<file path="src/common/cpu_settings.svh">
`ifndef CPU_SETTINGS_SVH
`define CPU_SETTINGS_SVH

// Datapath width
`define REG_SIZE 32

// Register index width
`define REG_ADDR 5

// Architectural registers, register 0 is hard zero
`define REG_COUNT 32

// Instruction word width
`define INSTR_SIZE 32

// Immediate field of the I form
`define IMM_SIZE 16

`endif

</file>
<file path="src/common/isa_pkg.sv">
`include "cpu_settings.svh"

package isa_pkg;

   localparam int OPCODE_W = 6;
   localparam int FUNCT_W  = 6;
   // Whatever the R form leaves over once the fixed fields are placed
   localparam int SHAMT_W  = `INSTR_SIZE - OPCODE_W - FUNCT_W - 3 * `REG_ADDR;

   typedef enum logic [OPCODE_W-1:0] {
      OP_RTYPE = 6'd0,
      OP_ADDI  = 6'd8,
      OP_ANDI  = 6'd12,
      OP_ORI   = 6'd13
   } opcode_e;

   typedef enum logic [FUNCT_W-1:0] {
      FN_ADD = 6'd32,
      FN_SUB = 6'd34,
      FN_AND = 6'd36,
      FN_OR  = 6'd37,
      FN_SLT = 6'd42
   } funct_e;

   typedef enum logic [2:0] {
      ALU_ADD,
      ALU_SUB,
      ALU_AND,
      ALU_OR,
      ALU_SLT
   } alu_op_e;

   typedef struct packed {
      opcode_e              opcode;
      logic [`REG_ADDR-1:0] rs;
      logic [`REG_ADDR-1:0] rt;
      logic [`REG_ADDR-1:0] rd;
      logic [SHAMT_W-1:0]   shamt; // Unused by this ALU
      funct_e               funct;
   } instr_r_t;

   typedef struct packed {
      opcode_e              opcode;
      logic [`REG_ADDR-1:0] rs;
      logic [`REG_ADDR-1:0] rt;
      logic [`IMM_SIZE-1:0] imm;
   } instr_i_t;

   // Same word, decoded in R or I form
   typedef union packed {
      instr_r_t r;
      instr_i_t i;
   } instr_u;

endpackage

</file>
<file path="src/common/pipe_pkg.sv">
`include "cpu_settings.svh"

package pipe_pkg;

   import isa_pkg::*;

   typedef logic [`REG_ADDR-1:0] reg_idx_t;
   typedef logic [`REG_SIZE-1:0] word_t;

   // Decode to execute
   typedef struct packed {
      alu_op_e  alu_op;
      logic     use_imm;   // Second operand is imm, not rt
      word_t    imm;       // Already extended
      reg_idx_t rs_idx;
      reg_idx_t rt_idx;
      word_t    rs_val;
      word_t    rt_val;
      reg_idx_t dst;
   } dec_op_t;

   // One retired instruction, also the forwarding source
   typedef struct packed {
      reg_idx_t dst;
      word_t    data;
   } wb_result_t;

endpackage

</file>
<file path="src/design/cpu_top.sv">
`timescale 1ns/1ps

module cpu_top
   import isa_pkg::*, pipe_pkg::*;
(
   input  logic       clk,
   input  logic       if_id_reset,
   input  logic       in_valid,
   input  instr_u     in_instr,
   output logic       in_ready,
   output logic       out_valid,
   output wb_result_t out_result,
   input  logic       out_ready
);

   reg_idx_t   rs_idx;
   reg_idx_t   rt_idx;
   word_t      rs_val;
   word_t      rt_val;
   logic       advance;
   logic       wr_en;
   logic       dec_valid;
   dec_op_t    dec_op;
   logic       ex_valid;
   wb_result_t ex_result;

   assign in_ready = advance;

   regfile u_regfile (
      .clk         (clk),
      .if_id_reset (if_id_reset),
      .rs_idx      (rs_idx),
      .rt_idx      (rt_idx),
      .rs_val      (rs_val),
      .rt_val      (rt_val),
      .wr_en       (wr_en),
      .wr_result   (out_result)
   );

   decode_stage u_decode (
      .clk         (clk),
      .if_id_reset (if_id_reset),
      .advance     (advance),
      .in_valid    (in_valid),
      .in_instr    (in_instr),
      .rs_idx      (rs_idx),
      .rt_idx      (rt_idx),
      .rs_val      (rs_val),
      .rt_val      (rt_val),
      .dec_valid   (dec_valid),
      .dec_op      (dec_op)
   );

   // Forwarding comes straight off the output register
   execute_stage u_execute (
      .dec_valid (dec_valid),
      .dec_op    (dec_op),
      .wb_valid  (out_valid),
      .wb_hold   (out_result),
      .ex_valid  (ex_valid),
      .ex_result (ex_result)
   );

   writeback_stage u_writeback (
      .clk         (clk),
      .if_id_reset (if_id_reset),
      .ex_valid    (ex_valid),
      .ex_result   (ex_result),
      .out_ready   (out_ready),
      .out_valid   (out_valid),
      .out_result  (out_result),
      .advance     (advance),
      .wr_en       (wr_en)
   );

endmodule

</file>
<file path="src/design/decode_stage.sv">
`timescale 1ns/1ps
`include "cpu_settings.svh"

module decode_stage
   import isa_pkg::*, pipe_pkg::*;
(
   input  logic     clk,
   input  logic     if_id_reset,
   input  logic     advance,
   input  logic     in_valid,
   input  instr_u   in_instr,
   output reg_idx_t rs_idx,
   output reg_idx_t rt_idx,
   input  word_t    rs_val,
   input  word_t    rt_val,
   output logic     dec_valid,
   output dec_op_t  dec_op
);

   logic    op_ok;
   dec_op_t next_op;
   word_t   imm_sext;
   word_t   imm_zext;

   // rs and rt sit at the same bits in both forms
   assign rs_idx = in_instr.r.rs;
   assign rt_idx = in_instr.r.rt;

   assign imm_sext = {{(`REG_SIZE - `IMM_SIZE){in_instr.i.imm[`IMM_SIZE-1]}}, in_instr.i.imm};
   assign imm_zext = {{(`REG_SIZE - `IMM_SIZE){1'b0}}, in_instr.i.imm};

   always_comb begin
      op_ok          = 1'b1;
      next_op        = '0;
      next_op.alu_op = ALU_ADD;
      next_op.rs_idx = rs_idx;
      next_op.rt_idx = rt_idx;
      next_op.rs_val = rs_val;
      next_op.rt_val = rt_val;
      next_op.dst    = in_instr.r.rd;
      case (in_instr.r.opcode)
         OP_RTYPE: begin
            case (in_instr.r.funct)
               FN_ADD:  next_op.alu_op = ALU_ADD;
               FN_SUB:  next_op.alu_op = ALU_SUB;
               FN_AND:  next_op.alu_op = ALU_AND;
               FN_OR:   next_op.alu_op = ALU_OR;
               FN_SLT:  next_op.alu_op = ALU_SLT;
               default: op_ok = 1'b0; // Unknown funct
            endcase
         end
         OP_ADDI, OP_ANDI, OP_ORI: begin
            next_op.use_imm = 1'b1;
            next_op.dst     = in_instr.i.rt; // I form writes rt
            next_op.imm     = imm_zext;
            if (in_instr.i.opcode == OP_ADDI) begin
               next_op.imm = imm_sext;
            end else if (in_instr.i.opcode == OP_ANDI) begin
               next_op.alu_op = ALU_AND;
            end else begin
               next_op.alu_op = ALU_OR;
            end
         end
         default: op_ok = 1'b0;
      endcase
   end

   always_ff @(posedge clk) begin
      if (if_id_reset) begin
         dec_valid <= 1'b0;
      end else if (advance) begin
         dec_valid <= in_valid && op_ok; // Bad encoding leaves a bubble
      end
   end

   always_ff @(posedge clk) begin
      if (advance) begin
         dec_op <= next_op;
      end
   end

endmodule

</file>
<file path="src/design/execute_stage.sv">
`timescale 1ns/1ps

module execute_stage
   import isa_pkg::*, pipe_pkg::*;
(
   input  logic       dec_valid,
   input  dec_op_t    dec_op,
   input  logic       wb_valid,
   input  wb_result_t wb_hold,
   output logic       ex_valid,
   output wb_result_t ex_result
);

   word_t op_a;
   word_t op_b;
   word_t rt_fwd;
   word_t alu_out;

   // Take the record held in writeback when it targets this register
   function automatic word_t fwd_sel(input reg_idx_t idx, input word_t reg_val);
      if (wb_valid && (idx != '0) && (idx == wb_hold.dst)) begin
         return wb_hold.data;
      end
      return reg_val;
   endfunction

   always_comb begin
      op_a   = fwd_sel(dec_op.rs_idx, dec_op.rs_val);
      rt_fwd = fwd_sel(dec_op.rt_idx, dec_op.rt_val);
   end

   assign op_b = dec_op.use_imm ? dec_op.imm : rt_fwd;

   always_comb begin
      case (dec_op.alu_op)
         ALU_ADD: alu_out = op_a + op_b;
         ALU_SUB: alu_out = op_a - op_b;
         ALU_AND: alu_out = op_a & op_b;
         ALU_OR:  alu_out = op_a | op_b;
         ALU_SLT: begin
            // Signed compare, result is 0 or 1
            alu_out = ($signed(op_a) < $signed(op_b)) ? word_t'(1) : word_t'(0);
         end
         default: alu_out = '0;
      endcase
   end

   assign ex_valid       = dec_valid;
   assign ex_result.dst  = dec_op.dst;
   assign ex_result.data = alu_out;

endmodule

</file>
<file path="src/design/regfile.sv">
`timescale 1ns/1ps
`include "cpu_settings.svh"

module regfile
   import pipe_pkg::*;
(
   input  logic       clk,
   input  logic       if_id_reset,
   input  reg_idx_t   rs_idx,
   input  reg_idx_t   rt_idx,
   output word_t      rs_val,
   output word_t      rt_val,
   input  logic       wr_en,
   input  wb_result_t wr_result
);

   word_t regs [`REG_COUNT];

   // Hard zero first, then the write in flight, then storage
   function automatic word_t read_port(input reg_idx_t idx);
      if (idx == '0) begin
         return '0;
      end
      if (wr_en && (wr_result.dst == idx)) begin
         return wr_result.data;
      end
      return regs[idx];
   endfunction

   always_ff @(posedge clk) begin
      if (if_id_reset) begin
         for (int i = 0; i < `REG_COUNT; i++) begin
            regs[i] <= '0;
         end
      end else if (wr_en && (wr_result.dst != '0)) begin
         regs[wr_result.dst] <= wr_result.data;
      end
   end

   // Storage and the write port both feed the reads
   always_comb begin
      rs_val = read_port(rs_idx);
      rt_val = read_port(rt_idx);
   end

endmodule

</file>
<file path="src/design/writeback_stage.sv">
`timescale 1ns/1ps

module writeback_stage
   import pipe_pkg::*;
(
   input  logic       clk,
   input  logic       if_id_reset,
   input  logic       ex_valid,
   input  wb_result_t ex_result,
   input  logic       out_ready,
   output logic       out_valid,
   output wb_result_t out_result,
   output logic       advance,
   output logic       wr_en
);

   logic out_fire;

   // Whole pipeline moves when this slot can take a new record
   assign advance  = !out_valid || out_ready;
   assign out_fire = out_valid && out_ready;

   // Retire into the register file on transfer only
   assign wr_en = out_fire && (out_result.dst != '0);

   always_ff @(posedge clk) begin
      if (if_id_reset) begin
         out_valid <= 1'b0;
      end else if (advance) begin
         out_valid <= ex_valid;
      end
   end

   // Held stable while the consumer stalls
   always_ff @(posedge clk) begin
      if (advance && ex_valid) begin
         out_result <= ex_result;
      end
   end

endmodule

</file>
<file path="config.mk">
export PLATFORM = sky130hd
export DESIGN_NAME = cpu_top
export DESIGN_NICKNAME = d
export VERILOG_FILES = /design/src/common/isa_pkg.sv /design/src/common/pipe_pkg.sv /design/src/design/cpu_top.sv /design/src/design/decode_stage.sv /design/src/design/execute_stage.sv /design/src/design/regfile.sv /design/src/design/writeback_stage.sv
export VERILOG_INCLUDE_DIRS = /design/src /design/src/common
export SDC_FILE = /design/constraint.sdc
export NUM_CORES = 2
export LEC_CHECK = 0
export BUFFER_PORTS_ARGS = -buffer_cell sky130_fd_sc_hd__buf_2
export CAP_MARGIN = 40
export CORE_MARGIN = 4
export CORE_UTILIZATION = 60
export DETAILED_ROUTE_END_ITERATION = 8
export GPL_ROUTABILITY_DRIVEN = 0
export HOLD_SLACK_MARGIN = 0.05
export PLACE_DENSITY = 0.82
export REMOVE_ABC_BUFFERS = 1
export SLEW_MARGIN = 15
export SYNTH_ARGS = -nofsm -noshare
export SYNTH_HDL_FRONTEND = slang
export SYNTH_SLANG_ARGS = --single-unit
</file>
<file path="constraint.sdc">
create_clock -name clk -period 8.75 [get_ports clk]
set_input_delay 2.625 -clock clk [delete_from_list [all_inputs] [get_ports clk]]
set_output_delay 2.625 -clock clk [all_outputs]
set_load 0.1 [all_outputs]
</file>
After elaboration in Yosys (flattened, before gate mapping) --
Memory sizes are Yosys's and may differ from the RTL's. Cells that the tools add are included.
Word-level totals: RAM bits 1024, input port bits 36, word-level logic and storage cells 99, memories kept 1, output and inout port bits 39, bits in registers 139
Cells by class: multiplexer cells 40, equality and inequality tests 16, $add $sub $neg 2, bitwise logic cells 2, reductions and logical operators 24, $lt $le $gt $ge 1
Memories:
- u_regfile.regs | words 32, bits a word 32, read ports 2, clocked after memory_dff 0, wr ports 32, RTL line regfile.sv:17 | word_t regs [`REG_COUNT];
Operators with widths (count):
- $mux W32 | 15
- $pmux W32 S5 | 1
- $mux W33 | 1
- $add A32 B32 Y32 | 1
- $and A32 B32 Y32 | 1
- $lt A32 B32 Y1 | 1
- $or A32 B32 Y32 | 1
- $reduce_or A32 Y1 | 1
- $sub A32 B32 Y32 | 1
- $eq A6 B6 Y1 const B | 5
- $eq A5 B5 Y1 | 4
- $eq A6 B4 Y1 const B | 3
- $mux W1 | 17
- $reduce_bool A5 Y1 | 3
- $pmux W3 S4 | 1
- $logic_and A1 B1 Y1 | 11
- $logic_not A5 Y1 | 2
- $mux W5 | 2
- $eq A3 B2 Y1 const B | 2
- $logic_not A6 Y1 | 1
- $pmux W3 S2 | 1
- $reduce_or A5 Y1 | 1
- $eq A3 B1 Y1 const B | 1
- $eq A3 B3 Y1 const B | 1
- 7 further kinds | 7

Depth between registers and ports, before layout --
depth in word-level cells 9, depth in mapped cells 21, mapped depth without buffers 19

By module --
Synthesis repeated with hierarchy kept, for this count alone.
Unflattened totals: cell total of the unflattened synthesis 4965, area total of the unflattened synthesis 66186.0 um^2
Modules (own cells, without submodules):
- regfile | cells an instance 3843, sequential area each 30749.5 um^2, area an instance 55386.9 um^2, instances 1
- execute_stage | cells an instance 904, sequential area each 0.0 um^2, area an instance 6063.3 um^2, instances 1
- decode_stage | cells an instance 174, sequential area each 3022.9 um^2, area an instance 3567.2 um^2, instances 1
- writeback_stage | cells an instance 44, sequential area each 1131.1 um^2, area an instance 1168.6 um^2, instances 1

Worst setup path after synthesis --
No wires, ideal clock.
path kind input to output, start in out_ready, end out in_ready, path buffers 0, data required time 6.125 ns, stages 2, arrival time 5.211 ns, path slack 0.914 ns, cell sequence nor2b_1 inv_1
Between the ends: longest elaborated chain between the ends 1
Ends and longest elaborated chain:
- from (decl) | RTL line cpu_top.sv:13 | input logic out_ready
- $logic_or A1 B1 Y1 | RTL line writeback_stage.sv:20 | assign advance = !out_valid || out_ready;
- to (decl) | RTL line cpu_top.sv:10 | output logic in_ready,
No other way between the ends.

Final worst setup path --
Ends and elaborated chain as after synthesis.

==> results_dict.tcl <==
set metrics [dict create \
    chipHeight_um 338 \
    start_util 0.606 \
    drc 0 \
    yosys_warnings 0 \
    setup_viol 0 \
    synth-compound-area-share 0.0382 \
    wl_um 202000 \
    synthArstFlopShare 0 \
    post_drt_wl_per_cell_um 34.5 \
    synth_top_cell_area_share 0.535 \
    via_count 42500 \
    grt_pass1_wl_um 293000 \
    powerDensity_nw_per_um2 189 \
    grt_pass1_vias 42600 \
    hold_buffers 0 \
    synth-edff-count 1161 \
    drive_gt1_frac 0.257 \
    rsz0062_at_grt "no" \
    fin_crit_sh 0.716 \
    synth_area_um2 65200 \
    pin_count 75 \
    root_buffer "clkbuf_16" \
    max-cap-violations 0 \
    status "finished clean" \
    yosys.area_share.simple 0.125 \
    synth_area_per_cell_um2 14.8 \
    multi_input_area_um2 28500 \
    required_ns 6.12 \
    syn_to_final_growth_pct 9.26 \
    yosys-top-cells-area "edfxtp_1 (54%), mux4_2 (22%), and2_1 (9.7%)" \
    synthXorXnorAreaFrac 0.00605 \
    grt_start_max_net_pins 111 \
    grt_util_all_layers 0.360 \
    dieArea_um2 114000 \
    rows 120 \
    cp-end-kind "output pin" \
    timing.rr.start "u_writeback.out_result[35]$_DFFE_PP_" \
    synthDistinctLibCells 74 \
    p_leak_nw 25.7 \
    min_path_cells 0 \
    yosysMostFrequentCell "edfxtp_1" \
    cp.arrival_ns 3.64 \
    r2r_cells 17 \
    synth_commonest_cells "edfxtp_1 (1161), and2_1 (1012), mux4_2 (641), clkbuf_1 (337), nor2_1 (183)" \
    critPathTopFamily "buffers and inverters" \
    fin_skew_ns 0.0426 \
    worstHoldEndpoint "u_writeback.out_result[32]$_DFFE_PP_" \
    cts_setup_buffers 0 \
    min_from "u_decode.dec_op[0]$_DFFE_PN_" \
    worstPathCellList "buf_2 > nor2b_1 > inv_4 > buf_2" \
    die_w_um 338 \
    path_max_fanout 24 \
    cts_tree "built" \
    crit_path_top_delay_cell "buf_2" \
    hpwl_um 120000 \
    synthCells 4401 \
    fmax_mhz 160 \
    htreeDepth 3 \
    dr.pass1.iters 8 \
    ir_drop_mv 0.169 \
    io_buffers 74 \
    synthAdderAreaFrac 0.0190 \
    core_region_area_um2 108000 \
    yosysTopAreaCell "edfxtp_1" \
    cts.sinks 1163 \
    r2r_end "u_writeback.out_result[29]$_DFFE_PP_" \
    synth-seq-area-share 0.536 \
    clkLatencyLatePin_ns 0.75 \
    synth.mux.area_fraction 0.243 \
    postRouteAntennaNets 0 \
    worst_pin_slew_ns 0.931 \
    period_minus_slack_ns 6.26 \
    critPathLaunchType "primary input" \
    hold_violations 0 \
    numCtsBuffers 119 \
    tns_ns 0 \
    ys.flop_type "edfxtp_1" \
    critPathKind "primary input to output pin" \
    path_clk_slew_ns 0.07 \
    path_buf_inv 3 \
    fillers 7041 \
    cts_resized 0 \
    ys_ff_latch 1163 \
    drv_slew 0 \
    slew_headroom 0.378 \
    final_util 0.662 \
    hold_class "register to register" \
    reg2reg_slack_ns 2.86 \
    seq_area_um2 34900 \
    layout.nets 4474 \
    dr.first_iter.drc_count 7729 \
    crit_top_cell "buf_2" \
    slowest_delay_ns 0.36 \
    antenna_found_initial 6 \
    viasPerCell 7.27 \
    cts_buffer_depth 3 \
    grt_overflow 0 \
    synth_top_family_by_area "multiplexers" \
]
-- logic make-up (layout without fill, tap and decap cells) --
family,count (synthesis),in the layout
flops,1163,1163
xor+xnor,45,45
buf+inv,531,538
compound gates,374,374
fa+ha+maj,98,98
simple gates,1410,1410
mux,779,779
other cells,1,34
-- per-layer routing --
metal | track usage | share of wire | up-vias
met2 | 0.543 | 0.45 | 3863
met5 | 0 | 0.000089 | -
met1 | 0.459 | 0.32 | 21100
li1 | - | - | 16700
met4 | 0.248 | 0.085 | 2
met3 | 0.0992 | 0.14 | 866
-- worst max-delay path by stage --
stage,end,cells after the start,slack [ns],startpoint
after floorplan,in_ready,2,0.91,out_ready
after global placement,in_ready,4,2.50,out_ready
after detailed placement,in_ready,4,2.49,out_ready
after CTS,in_ready,4,2.49,out_ready
after global routing,in_ready,4,2.41,out_ready
final,in_ready,4,2.49,out_ready
-- sequential cells by signal, summed over array words and instances, names as in the netlist --
signal and count:
u_writeback.out_result 37, u_regfile.regs 1024, u_decode.dec_valid 1, u_writeback.out_valid 1, u_decode.dec_op 100
-- report_power, final --
group / internal [mW] / switching (mW)
clock: 2.65 / 2.20
combinational: 0.868 / 1.22
sequential: 6.38 / 0.141
total: 9.90 / 3.56
-- cell usage in the layout (no fill, tap or decap), drive strengths merged, types with 63 or more instances in the layout --
cell type / netlist / final
inv: 100 / 102
ha: 96 / 96
nor2: 183 / 183
a211oi: 92 / 92
a21oi: 104 / 104
o21ai: 63 / 63
mux2i: 102 / 102
buf: 92 / 216
and2: 1012 / 1012
clkbuf: 337 / 152
mux4: 641 / 641
edfxtp: 1161 / 1161
nand2: 73 / 73
-- worst register-to-register path, stage by stage (launching register included) --
cell and delay (ns):
edfxtp_1 0.93, or3_1 0.52, o31a_1 0.25, nand4_1 0.12, nor3_2 0.12, buf_4 0.45
mux2i_1 0.51, inv_1 0.15, ha_1 0.36, nor2_1 0.07, o311ai_1 0.44, a31oi_2 0.25
a211oi_2 0.45, nor4b_2 0.14, o31ai_1 0.31, a221oi_1 0.14, a2111o_1 0.41, o311ai_1 0.09
-- final cells by class --
type,count,area share
Clock inverter,68,0.00680
Antenna cell,2,0.0000703
Inverter,102,0.00541
Timing Repair Buffer,216,0.0278
Clock buffer,152,0.0442
Sequential cell,1163,0.490
Tap cell,1403,0.0247
Multi-Input combinational cell,2738,0.401
-- metrics by stage --
stage          std cells  hold WS, ns  total power, mW  instance area (um^2)  setup slack (ns)
2_1_floorplan       4003        0.400             7.86                 63600             0.914
3_3_place_gp        5595        0.402             8.57                 67000              2.50
3_5_place_dp        5616        0.407             8.64                 67500              2.49
4_1_cts             5836        0.422             13.4                 71100              2.49
5_1_grt             5843        0.437             13.8                 71200              2.41
6_report            5844        0.421             13.5                 71200              2.49
(Power assumes the default switching activity.)
